**src/hw/nic_rx_pkg.sv**
```systemverilog
// NIC receive path shared definitions
// TRN beat and pointer types, TLP header codes and the BAR0 register map
`default_nettype none

package nic_rx_pkg;

    // --------------------
    // Types
    typedef logic [63:0] trn_data_t;                   // One TRN beat
    typedef logic [63:0] host_addr_t;                  // Host byte address
    typedef logic [31:0] qw_ptr_t;                     // Running qword count
    typedef logic [9:0]  buf_addr_t;                   // Receive buffer qword address
    typedef logic [4:0]  burst_len_t;                  // Qwords in one TLP, 0 to 16

    // --------------------
    // TLP codes
    localparam burst_len_t MAX_BURST_QW  = 5'd16;      // Largest write payload in qwords
    localparam logic [1:0] TLP_FMT_MWR64 = 2'h3;       // 4DW header with data
    localparam logic [1:0] TLP_FMT_MWR32 = 2'h2;       // 3DW header with data
    localparam logic [4:0] TLP_TYPE_MEM  = 5'h00;      // Memory request

    // --------------------
    // BAR0 register map, DW offset
    localparam logic [1:0] REG_PAGE_LO   = 2'd0;       // Page address 31:0
    localparam logic [1:0] REG_PAGE_HI   = 2'd1;       // Page address 63:32, sets valid
    localparam logic [1:0] REG_SW_PTR    = 2'd2;       // Software read pointer
    localparam logic [1:0] REG_IRQ_EN    = 2'd3;       // Bit 0 enables the interrupt

endpackage

`default_nettype wire
```
**src/hw/pcie_endpoint_driver.sv**
```systemverilog
// PCIe endpoint driver, receive path
// Connects the host register decoder, the receive DMA writer, the interrupt
// controller and the transmit link arbiter around the TRN and CFG ports
`timescale 1ns/1ps
`default_nettype none

module pcie_endpoint_driver import nic_rx_pkg::*; #(
    parameter int BUF_AW    = $bits(buf_addr_t),       // Receive buffer address width
    parameter int BAR_INDEX = 0                        // Register BAR
) (
    input  logic              trn_clk,
    input  logic              rst_n,
    // Rx link
    input  trn_data_t         trn_rd,
    input  logic [7:0]        trn_rrem,                // Full beats on register writes
    input  logic              trn_rsof_n,
    input  logic              trn_reof_n,
    input  logic              trn_rsrc_rdy_n,
    input  logic [6:0]        trn_rbar_hit_n,
    output logic              trn_rdst_rdy_n,
    // Tx link
    output trn_data_t         trn_td,
    output logic [7:0]        trn_trem_n,
    output logic              trn_tsof_n,
    output logic              trn_teof_n,
    output logic              trn_tsrc_rdy_n,
    input  logic              trn_tdst_rdy_n,
    // Receive buffer
    input  logic [BUF_AW-1:0] rx_commited_wr_addr,
    output logic [BUF_AW-1:0] rx_commited_rd_addr,
    output logic [BUF_AW-1:0] rx_rd_addr,
    input  trn_data_t         rx_rd_data,
    // Cfg
    output logic              cfg_interrupt_n,
    input  logic              cfg_interrupt_rdy_n,
    input  logic [7:0]        cfg_bus_number,
    input  logic [4:0]        cfg_device_number,
    input  logic [2:0]        cfg_function_number
);

    host_addr_t  huge_page_addr;
    logic        page_valid;
    qw_ptr_t     sw_ptr;
    logic        sw_ptr_wr;
    logic        irq_en;
    qw_ptr_t     hw_ptr;
    logic        req_dma;
    logic        gnt_dma;
    logic        req_irq;
    logic        gnt_irq;
    logic [15:0] requester_id;

    assign trn_rdst_rdy_n = 1'b0;                      // Always listen
    assign requester_id   = {cfg_bus_number, cfg_device_number, cfg_function_number};

    // --------------------
    // Host registers
    host_reg_decoder #(
        .BAR_INDEX (BAR_INDEX)
    ) host_reg_decoder0 (
        .trn_clk        (trn_clk),
        .rst_n          (rst_n),
        .trn_rd         (trn_rd),
        .trn_rsof_n     (trn_rsof_n),
        .trn_reof_n     (trn_reof_n),
        .trn_rsrc_rdy_n (trn_rsrc_rdy_n),
        .trn_rbar_hit_n (trn_rbar_hit_n),
        .huge_page_addr (huge_page_addr),
        .page_valid     (page_valid),
        .sw_ptr         (sw_ptr),
        .sw_ptr_wr      (sw_ptr_wr),
        .irq_en         (irq_en)
    );

    // --------------------
    // Buffer to host DMA
    rx_dma_writer #(
        .BUF_AW (BUF_AW)
    ) rx_dma_writer0 (
        .trn_clk             (trn_clk),
        .rst_n               (rst_n),
        .trn_tdst_rdy_n      (trn_tdst_rdy_n),
        .rx_commited_wr_addr (rx_commited_wr_addr),
        .rx_rd_data          (rx_rd_data),
        .requester_id        (requester_id),
        .huge_page_addr      (huge_page_addr),
        .page_valid          (page_valid),
        .gnt                 (gnt_dma),
        .trn_td              (trn_td),
        .trn_trem_n          (trn_trem_n),
        .trn_tsof_n          (trn_tsof_n),
        .trn_teof_n          (trn_teof_n),
        .trn_tsrc_rdy_n      (trn_tsrc_rdy_n),
        .rx_rd_addr          (rx_rd_addr),
        .rx_commited_rd_addr (rx_commited_rd_addr),
        .hw_ptr              (hw_ptr),
        .req                 (req_dma)
    );

    // --------------------
    // Interrupt and token
    irq_ctrl irq_ctrl0 (
        .trn_clk             (trn_clk),
        .rst_n               (rst_n),
        .hw_ptr              (hw_ptr),
        .sw_ptr              (sw_ptr),
        .sw_ptr_wr           (sw_ptr_wr),
        .irq_en              (irq_en),
        .gnt                 (gnt_irq),
        .cfg_interrupt_rdy_n (cfg_interrupt_rdy_n),
        .req                 (req_irq),
        .cfg_interrupt_n     (cfg_interrupt_n)
    );

    link_arbiter link_arbiter0 (
        .trn_clk (trn_clk),
        .rst_n   (rst_n),
        .req_dma (req_dma),
        .req_irq (req_irq),
        .gnt_dma (gnt_dma),
        .gnt_irq (gnt_irq)
    );

endmodule

`default_nettype wire

```
**src/hw/link_arbiter.sv**
```systemverilog
// Transmit link arbiter
// Hands one token between the DMA writer and the interrupt controller,
// round robin when both wait, held until the owner drops its request
`timescale 1ns/1ps
`default_nettype none

module link_arbiter (
    input  logic trn_clk,
    input  logic rst_n,
    input  logic req_dma,
    input  logic req_irq,
    output logic gnt_dma,
    output logic gnt_irq
);

    logic last_irq;                                    // Irq side served last

    always_ff @(posedge trn_clk) begin
        if (!rst_n) begin
            gnt_dma  <= 1'b0;
            gnt_irq  <= 1'b0;
            last_irq <= 1'b0;
        end else if (gnt_dma) begin
            if (!req_dma) gnt_dma <= 1'b0;             // Released
        end else if (gnt_irq) begin
            if (!req_irq) gnt_irq <= 1'b0;
        end else if (req_dma && (!req_irq || last_irq)) begin
            gnt_dma  <= 1'b1;
            last_irq <= 1'b0;
        end else if (req_irq) begin
            gnt_irq  <= 1'b1;
            last_irq <= 1'b1;
        end
    end

endmodule

`default_nettype wire

```
**src/hw/irq_ctrl.sv**
```systemverilog
// Interrupt controller
// Raises one legacy interrupt per software pointer write once the hardware
// pointer has moved, holding the link token so no TLP is open meanwhile
`timescale 1ns/1ps
`default_nettype none

module irq_ctrl import nic_rx_pkg::*; (
    input  logic    trn_clk,
    input  logic    rst_n,
    input  qw_ptr_t hw_ptr,
    input  qw_ptr_t sw_ptr,
    input  logic    sw_ptr_wr,
    input  logic    irq_en,
    input  logic    gnt,
    input  logic    cfg_interrupt_rdy_n,
    output logic    req,
    output logic    cfg_interrupt_n
);

    typedef enum logic [1:0] {
        S_IDLE, S_REQUEST, S_ASSERT, S_RELEASE
    } state_t;

    state_t state;
    logic   armed;                                     // One interrupt allowed

    always_ff @(posedge trn_clk) begin
        if (!rst_n) begin
            state           <= S_IDLE;
            armed           <= 1'b1;
            req             <= 1'b0;
            cfg_interrupt_n <= 1'b1;
        end else begin
            case (state)
                S_IDLE: if (armed && irq_en && hw_ptr != sw_ptr) begin
                    req   <= 1'b1;                     // Ask for the link
                    state <= S_REQUEST;
                end
                S_REQUEST: if (gnt) begin
                    cfg_interrupt_n <= 1'b0;
                    state           <= S_ASSERT;
                end
                S_ASSERT: if (!cfg_interrupt_rdy_n) begin
                    cfg_interrupt_n <= 1'b1;           // Core took it
                    req             <= 1'b0;
                    armed           <= 1'b0;
                    state           <= S_RELEASE;
                end
                S_RELEASE: if (!gnt) state <= S_IDLE;
                default: state <= S_IDLE;
            endcase
            if (sw_ptr_wr) armed <= 1'b1;              // New pointer rearms
        end
    end

endmodule

`default_nettype wire

```
**src/hw/rx_dma_writer.sv**
```systemverilog
// Receive DMA writer
// Moves committed receive-buffer qwords to the host huge page as 64-bit
// memory-write TLPs of up to MAX_BURST_QW qwords, and counts the hardware
// pointer. The buffer answers a read one cycle late, a one-entry holding
// register catches that data while the link back-pressures.
`timescale 1ns/1ps
`default_nettype none

module rx_dma_writer import nic_rx_pkg::*; #(
    parameter int BUF_AW = 10                          // Buffer address width
) (
    input  logic              trn_clk,
    input  logic              rst_n,
    input  logic              trn_tdst_rdy_n,
    input  logic [BUF_AW-1:0] rx_commited_wr_addr,
    input  trn_data_t         rx_rd_data,
    input  logic [15:0]       requester_id,
    input  host_addr_t        huge_page_addr,
    input  logic              page_valid,
    input  logic              gnt,
    output trn_data_t         trn_td,
    output logic [7:0]        trn_trem_n,
    output logic              trn_tsof_n,
    output logic              trn_teof_n,
    output logic              trn_tsrc_rdy_n,
    output logic [BUF_AW-1:0] rx_rd_addr,
    output logic [BUF_AW-1:0] rx_commited_rd_addr,
    output qw_ptr_t           hw_ptr,
    output logic              req
);

    typedef enum logic [2:0] {
        S_IDLE, S_REQUEST, S_HEADER, S_ADDRESS, S_DATA, S_COMMIT
    } state_t;

    state_t            state;
    logic [BUF_AW-1:0] avail;                          // Committed, not yet sent
    burst_len_t        burst;                          // Qwords in this TLP
    burst_len_t        fetch_cnt;                      // Buffer reads issued
    burst_len_t        load_cnt;                       // Data beats loaded
    logic              beat_ok;                        // Beat accepted this edge
    logic              out_free;                       // Output register can load
    logic              slot_free;
    logic              load_data;
    logic              rd_vld;                         // rx_rd_data is ours
    logic              hold_vld;
    logic              hold_nxt;
    trn_data_t         hold_q;                         // Skid entry
    logic              issue;                          // Take current read address
    logic [31:0]       tlp_dw0;
    logic [31:0]       tlp_dw1;
    host_addr_t        tlp_addr;

    // --------------------
    // Header fields
    assign avail    = rx_commited_wr_addr - rx_commited_rd_addr;
    assign tlp_dw0  = {1'b0, TLP_FMT_MWR64, TLP_TYPE_MEM, 14'h0, 4'h0, burst, 1'b0}; // 2n DW
    assign tlp_dw1  = {requester_id, 8'h00, 8'hFF};    // Tag 0, all bytes on
    assign tlp_addr = huge_page_addr + {29'h0, hw_ptr, 3'b000};
    assign trn_trem_n = 8'h00;                         // Always a full beat

    // --------------------
    // Data pipe
    assign beat_ok   = !trn_tsrc_rdy_n && !trn_tdst_rdy_n;
    assign out_free  = trn_tsrc_rdy_n || !trn_tdst_rdy_n;
    assign slot_free = out_free && (state == S_ADDRESS || state == S_DATA);
    assign load_data = slot_free && (hold_vld || rd_vld) && (load_cnt != burst);
    assign hold_nxt  = (hold_vld || rd_vld) && !load_data;
    assign issue     = gnt && !hold_nxt && (fetch_cnt != burst)
                    && (state inside {S_REQUEST, S_HEADER, S_ADDRESS, S_DATA});

    always_ff @(posedge trn_clk) begin
        if (!rst_n) begin
            state               <= S_IDLE;
            req                 <= 1'b0;
            trn_tsof_n          <= 1'b1;
            trn_teof_n          <= 1'b1;
            trn_tsrc_rdy_n      <= 1'b1;
            rx_rd_addr          <= '0;
            rx_commited_rd_addr <= '0;
            hw_ptr              <= '0;
            burst               <= '0;
            fetch_cnt           <= '0;
            load_cnt            <= '0;
            rd_vld              <= 1'b0;
            hold_vld            <= 1'b0;
        end else begin
            rd_vld   <= issue;
            hold_vld <= hold_nxt;
            if (issue) begin
                rx_rd_addr <= rx_rd_addr + 1'b1;
                fetch_cnt  <= fetch_cnt + 1'b1;
            end
            if (load_data) begin
                trn_tsrc_rdy_n <= 1'b0;
                trn_teof_n     <= (load_cnt != burst - 1'b1); // Last qword
                load_cnt       <= load_cnt + 1'b1;
            end else if (slot_free) begin
                trn_tsrc_rdy_n <= 1'b1;                // Bubble, data not back yet
            end
            case (state)
                S_IDLE: if (page_valid && avail != '0) begin
                    burst     <= (avail > BUF_AW'(MAX_BURST_QW)) ? MAX_BURST_QW
                                                              : burst_len_t'(avail);
                    fetch_cnt <= '0;
                    load_cnt  <= '0;
                    req       <= 1'b1;
                    state     <= S_REQUEST;
                end
                S_REQUEST: if (gnt) begin
                    trn_tsrc_rdy_n <= 1'b0;            // Header beat out
                    trn_tsof_n     <= 1'b0;
                    state          <= S_HEADER;
                end
                S_HEADER: if (beat_ok) begin
                    trn_tsof_n <= 1'b1;
                    state      <= S_ADDRESS;
                end
                S_ADDRESS: if (beat_ok) state <= S_DATA;
                S_DATA: if (beat_ok && !trn_teof_n) begin
                    trn_tsrc_rdy_n      <= 1'b1;
                    trn_teof_n          <= 1'b1;
                    req                 <= 1'b0;
                    rx_commited_rd_addr <= rx_commited_rd_addr + BUF_AW'(burst);
                    hw_ptr              <= hw_ptr + qw_ptr_t'(burst);
                    state               <= S_COMMIT;
                end
                S_COMMIT: if (!gnt) state <= S_IDLE;   // Wait for token release
                default: state <= S_IDLE;
            endcase
        end
    end

    // Beat payload and skid entry
    always_ff @(posedge trn_clk) begin
        if (state == S_REQUEST) trn_td <= {tlp_dw0, tlp_dw1};
        else if (state == S_HEADER && beat_ok) trn_td <= tlp_addr;
        else if (load_data) trn_td <= hold_vld ? hold_q : rx_rd_data;
        if (rd_vld && !load_data) hold_q <= rx_rd_data;
    end

endmodule

`default_nettype wire

```
**src/hw/host_reg_decoder.sv**
```systemverilog
// Host register decoder
// Picks single-DW 3DW memory writes to one BAR out of the TRN receive link
// and updates the huge page, software pointer and interrupt enable registers
`timescale 1ns/1ps
`default_nettype none

module host_reg_decoder import nic_rx_pkg::*; #(
    parameter int BAR_INDEX = 0                        // BAR that maps the registers
) (
    input  logic       trn_clk,
    input  logic       rst_n,
    input  trn_data_t  trn_rd,
    input  logic       trn_rsof_n,
    input  logic       trn_reof_n,
    input  logic       trn_rsrc_rdy_n,
    input  logic [6:0] trn_rbar_hit_n,
    output host_addr_t huge_page_addr,
    output logic       page_valid,
    output qw_ptr_t    sw_ptr,
    output logic       sw_ptr_wr,
    output logic       irq_en
);

    logic       beat;                                  // Beat on the link
    logic       in_tlp;                                // Past sof, waiting for eof
    logic       hdr_ok;                                // Beat 0 qualified
    logic       hdr_match;
    logic       wr_en;                                 // Register write this edge
    logic [1:0] reg_sel;

    assign beat    = !trn_rsrc_rdy_n;
    assign reg_sel = trn_rd[35:34];                    // Address bits 3:2

    // DW0 in the upper half of beat 0
    assign hdr_match = (trn_rd[62:61] == TLP_FMT_MWR32)
                    && (trn_rd[60:56] == TLP_TYPE_MEM)
                    && (trn_rd[41:32] == 10'd1)        // Single DW only
                    && !trn_rbar_hit_n[BAR_INDEX];

    assign wr_en = beat && trn_rsof_n && !trn_reof_n && in_tlp && hdr_ok;

    always_ff @(posedge trn_clk) begin
        if (!rst_n) begin
            in_tlp     <= 1'b0;
            hdr_ok     <= 1'b0;
            page_valid <= 1'b0;
            sw_ptr     <= '0;
            sw_ptr_wr  <= 1'b0;
            irq_en     <= 1'b0;
        end else begin
            sw_ptr_wr <= 1'b0;                         // One-cycle strobe
            if (beat && !trn_rsof_n) begin
                in_tlp <= trn_reof_n;                  // One-beat TLP never writes
                hdr_ok <= hdr_match;
            end else if (beat && !trn_reof_n) begin
                in_tlp <= 1'b0;
            end
            if (wr_en) begin
                case (reg_sel)
                    REG_PAGE_HI: page_valid <= 1'b1;
                    REG_SW_PTR: begin
                        sw_ptr    <= trn_rd[31:0];
                        sw_ptr_wr <= 1'b1;
                    end
                    REG_IRQ_EN:  irq_en <= trn_rd[0];
                    default: ;                         // Low page word below
                endcase
            end
        end
    end

    // Page address halves
    always_ff @(posedge trn_clk) begin
        if (wr_en && reg_sel == REG_PAGE_LO) huge_page_addr[31:0]  <= trn_rd[31:0];
        if (wr_en && reg_sel == REG_PAGE_HI) huge_page_addr[63:32] <= trn_rd[31:0];
    end

endmodule

`default_nettype wire

```
**config.mk**
```make
export PLATFORM = sky130hd
export DESIGN_NAME = pcie_endpoint_driver
export DESIGN_NICKNAME = d
export VERILOG_FILES = /design/src/hw/nic_rx_pkg.sv /design/src/hw/pcie_endpoint_driver.sv /design/src/hw/link_arbiter.sv /design/src/hw/irq_ctrl.sv /design/src/hw/rx_dma_writer.sv /design/src/hw/host_reg_decoder.sv
export SDC_FILE = /design/constraint.sdc
export NUM_CORES = 1
export LEC_CHECK = 0
export ABC_CLOCK_PERIOD_IN_PS = 4700
export BUFFER_PORTS_ARGS = -buffer_cell sky130_fd_sc_hd__buf_2
export CORE_MARGIN = 10
export CORE_UTILIZATION = 50
export CTS_BUF_LIST = sky130_fd_sc_hd__clkbuf_2 sky130_fd_sc_hd__clkbuf_4 sky130_fd_sc_hd__clkbuf_8
export CTS_CLUSTER_SIZE = 40
export DETAILED_ROUTE_END_ITERATION = 8
export PLACE_DENSITY_LB_ADDON = 0.25
export SYNTH_ARGS = -nofsm -noshare
export SYNTH_HDL_FRONTEND = slang
export SYNTH_SLANG_ARGS = --single-unit
```
**constraint.sdc**
```tcl
create_clock -name trn_clk -period 4.7 [get_ports trn_clk]
set_clock_uncertainty 0.05 [all_clocks]
set_input_delay 0.235 -clock trn_clk [delete_from_list [all_inputs] [get_ports trn_clk]]
set_output_delay 0.235 -clock trn_clk [all_outputs]
set_load 0.01 [all_outputs]
```
==> impl_metrics.ini <==
[floorplanning]
rows = 66
initial_core_util = 0.505
ioPinCount = 273
core_um2 = 32400
fp.dieH_um = 201
die_x_um = 201
die_area_um2 = 40400

[yosys]
synth-xor-area-share = 0.0776
syn_area_um2 = 16400
async_flop_share = 0
syn_area_per_cell_um2 = 9.62
synthSimpleGateAreaFrac = 0.168
synth_compound_area_frac = 0.153
synth_top_family_by_area = simple AND/OR/NAND/NOR gates
muxShareOfSynthArea = 0.0422
synth_edf_count = 149
yosysWarnings = 0
ys_types = 87
netlist_instances = 1700
synth_fa_ha_area_frac = 0.0500
seq_area_frac_synth = 0.474
synth_ff_type = dfxtp_1
synth-seq-cells = 313

[hold_path]
min_from = trn_rd[60]
whs_path_depth = 6
hold_end = host_reg_decoder0.hdr_ok
hold_class = input port to flop

[clock_tree]
cts_tree = yes
root_buffer = clkbuf_8
clkSinkCount = 313
post_cts_buffers = 0
cts.htree.levels = 2
cts_buffer_depth = 3
clk_pin_slew_worst_paths_ns = 0.06
clk_latency_ns = 0.62
cts-buffers-inserted = 53

[drt]
wl_per_cell_um = 20.4
ant_nets = 0
vias_per_cell = 5.65
dr_total_vias = 14300
drc = 0
wl_um = 51500
firstDrtPassIters = 5
drtIter0Drc = 1130

[pwr]
power_density_nw_per_um2 = 291
power_frac_comb = 0.051
netSwitchingFraction = 0.219
seqPwrFrac = 0.485
peakVddDrop_v = 0.000221
internal_power_w = 0.00462
power.switching_w = 0.00130
leakagePower_nw = 7.80
clockPowerShare = 0.463

[sta]
max_freq_mhz = 300
rsz0062_at_grt = no
fin_tns_setup_ns = 0
maxSlewHeadroom = 0.251
tightest_slew_ns = 1.12
period_needed_ns = 3.33
finalMaxSlewViolations = 0
setup_violations = 0
holdWs_ns = 0.0383
finalHoldViolCount = 0
fin_ws_ns = 1.37
finalCritPeriodShare = 0.709

[setup_path]
reg2reg_from = rx_dma_writer0.hw_ptr[0]
reg2reg_depth = 10
cp-end-kind = flop
crit_fanout = 5
regToRegSetupSlack_ns = 1.37
path_cells = ha_1 > fa_1 > a21o_1 > a221oi_2 > o22ai_1 > o21a_1 > o21ai_4 > o31ai_1 > or3b_1 > a22o_1
crit_type = flop to flop
cp.arrival_ns = 3.65
critPathMaxStageDelay_ns = 0.43
crit_required_ns = 5.01
r2r-end = rx_dma_writer0.trn_td[33]
critPathSlowestCell = fa_1
critPathLaunchType = flop

[grt]
antenna_found_initial = 1
overflow = 0
grt_pass1_wl_um = 79300
grt_usage = 0.246
grt_pass1_vias = 13700
grt_max_degree = 65

[layout]
multi_input_area_um2 = 8090
drive_gt1_frac = 0.187
fillCellCount = 2727
nets = 2281
syn_to_final_growth_pct = 24.1
stdcell_count = 2530
seq_area_um2 = 7760

[placement]
dp_hpwl_um = 37200
dp_slack_ns = 1.39
place.gp.congestion = 0.912
dp_cells = 2307
io_buffers = 234

[flow_run]
max_cap_viol_count = 0

[outcome]
status = complete, no violations
synthesized netlist by cell type, drive strengths merged (4+ instances only):
cell type,n,area share
a2111oi,7,0.0045
a211oi,13,0.0060
a21boi,8,0.0037
a21o,14,0.0064
a21oi,165,0.050
a221oi,5,0.0031
a311oi,11,0.0059
a31oi,11,0.0050
and2,10,0.0038
and3,24,0.0092
and4,5,0.0027
buf,37,0.013
clkbuf,58,0.013
dfxtp,164,0.20
edfxtp,149,0.27
fa,4,0.0049
ha,59,0.045
inv,39,0.0089
mux2i,69,0.042
nand2,194,0.045
nand2b,6,0.0023
nand3,41,0.013
nand4,36,0.014
nor2,157,0.036
nor2b,15,0.0057
nor3,30,0.0095
nor3b,7,0.0032
nor4,16,0.0078
o211ai,12,0.0058
o21a,10,0.0046
o21ai,86,0.028
o21bai,8,0.0039
o22ai,7,0.0027
o311ai,12,0.0064
or2,9,0.0036
or3,12,0.0046
xnor2,97,0.052
xor2,48,0.026
critical path: cells and delay by family (launching register included):
kind	cells	cell delay, ns
AND/OR/NAND/NOR	1	0.41
flip-flops	1	0.37
adder cells (fa/ha/maj)	2	0.69
AO/OA/AOI/OAI	7	1.56
final cells by class:
| type | instances | area share |
|---|---|---|
| inverter | 39 | 0.00721 |
| antenna | 1 | 0.000123 |
| tap | 442 | 0.0272 |
| multi-input combinational | 1261 | 0.399 |
| clock buffer | 82 | 0.0497 |
| sequential | 313 | 0.382 |
| timing repair buffer | 374 | 0.125 |
| clock inverter | 18 | 0.00962 |
cells in the final DEF, fill, tap and decap left out, types with 14 or more instances in the layout:
cell,Yosys,final
buf_2,20,234
nand2_1,194,194
a21oi_1,165,165
dfxtp_1,164,163
nor2_1,156,155
edfxtp_1,149,149
dlygate4sd3_1,0,122
xnor2_1,97,97
o21ai_0,79,79
mux2i_1,69,69
clkbuf_8,0,63
ha_1,59,59
xor2_1,48,48
nand3_1,41,41
inv_1,38,38
nand4_1,35,35
nor3_1,29,28
and3_1,24,23
clkbuf_4,0,19
buf_4,11,17
nor2b_1,15,15
a21o_1,14,14
per-layer routing:
layer | routed length, µm | global-route usage
met5 | 0 | 0
met4 | 1280 | 0.0763
met3 | 4100 | 0.0428
met2 | 22800 | 0.374
met1 | 23300 | 0.348
registers in the layout, summed over array words and instances (netlist names), 2 cells and up:
| register | flops |
|---|---|
| rx_dma_writer0.trn_td | 64 |
| rx_dma_writer0.rx_rd_addr | 10 |
| rx_dma_writer0.state | 3 |
| host_reg_decoder0.huge_page_addr | 64 |
| host_reg_decoder0.sw_ptr | 32 |
| rx_dma_writer0.burst | 5 |
| rx_dma_writer0.rx_commited_rd_addr | 10 |
| irq_ctrl0.state | 2 |
| rx_dma_writer0.hold_q | 64 |
| rx_dma_writer0.load_cnt | 5 |
| rx_dma_writer0.fetch_cnt | 5 |
| rx_dma_writer0.hw_ptr | 32 |
per-stage QoR:
| step | utilization | area, µm² | total power [W] |
|---|---|---|---|
| 2_1_floorplan | - | 16400 | 0.00303 |
| 3_3_place_gp | 0.552 | 17900 | 0.00314 |
| 3_5_place_dp | 0.552 | 17900 | 0.00314 |
| 4_1_cts | 0.627 | 20300 | 0.00594 |
| 5_1_grt | 0.627 | 20300 | 0.00611 |
| 6_report | 0.627 | 20300 | 0.00591 |
logic make-up (layout without fill, tap and decap cells):
kind of cell	count (synthesis)	count (layout)
AOI/OAI and AO/OA	398	398
other	1	10
muxes	69	69
DFF	313	313
buffers and inverters	134	513
and+or+nand+nor	577	577
adders and majority gates	63	63
xor gates and xnor gates	145	145
power by group through the flow:
stage,combinational [W],sequential (W),clock (W)
2_1_floorplan,0.0000943,0.00293,0
3_3_place_gp,0.000212,0.00293,0
3_5_place_dp,0.000216,0.00293,0
4_1_cts,0.000298,0.00287,0.00278
5_1_grt,0.000331,0.00287,0.00291
6_report,0.000304,0.00287,0.00274
worst max-delay path by stage:
stage / startpoint / end / slack (ns) / cells after the start
floorplan: trn_rsrc_rdy_n / host_reg_decoder0.huge_page_addr[32] / 1.19 / 3
CTS: rx_dma_writer0.hw_ptr[0] / rx_dma_writer0.trn_td[33] / 1.37 / 10
detailed placement: rx_dma_writer0.hw_ptr[0] / rx_dma_writer0.trn_td[33] / 1.39 / 10
global placement: rx_dma_writer0.hw_ptr[0] / rx_dma_writer0.trn_td[33] / 1.44 / 10
finish: rx_dma_writer0.hw_ptr[0] / rx_dma_writer0.trn_td[33] / 1.37 / 10
global route: rx_dma_writer0.hw_ptr[0] / rx_dma_writer0.trn_td[53] / 1.19 / 10
timing repair:
action | CTS | global route
hold endpoints to repair | 204 | 0
gates resized for setup | 0 | 0
hold buffers | 122 | 0
No activity file was read; power rests on OpenSTA's default activity.
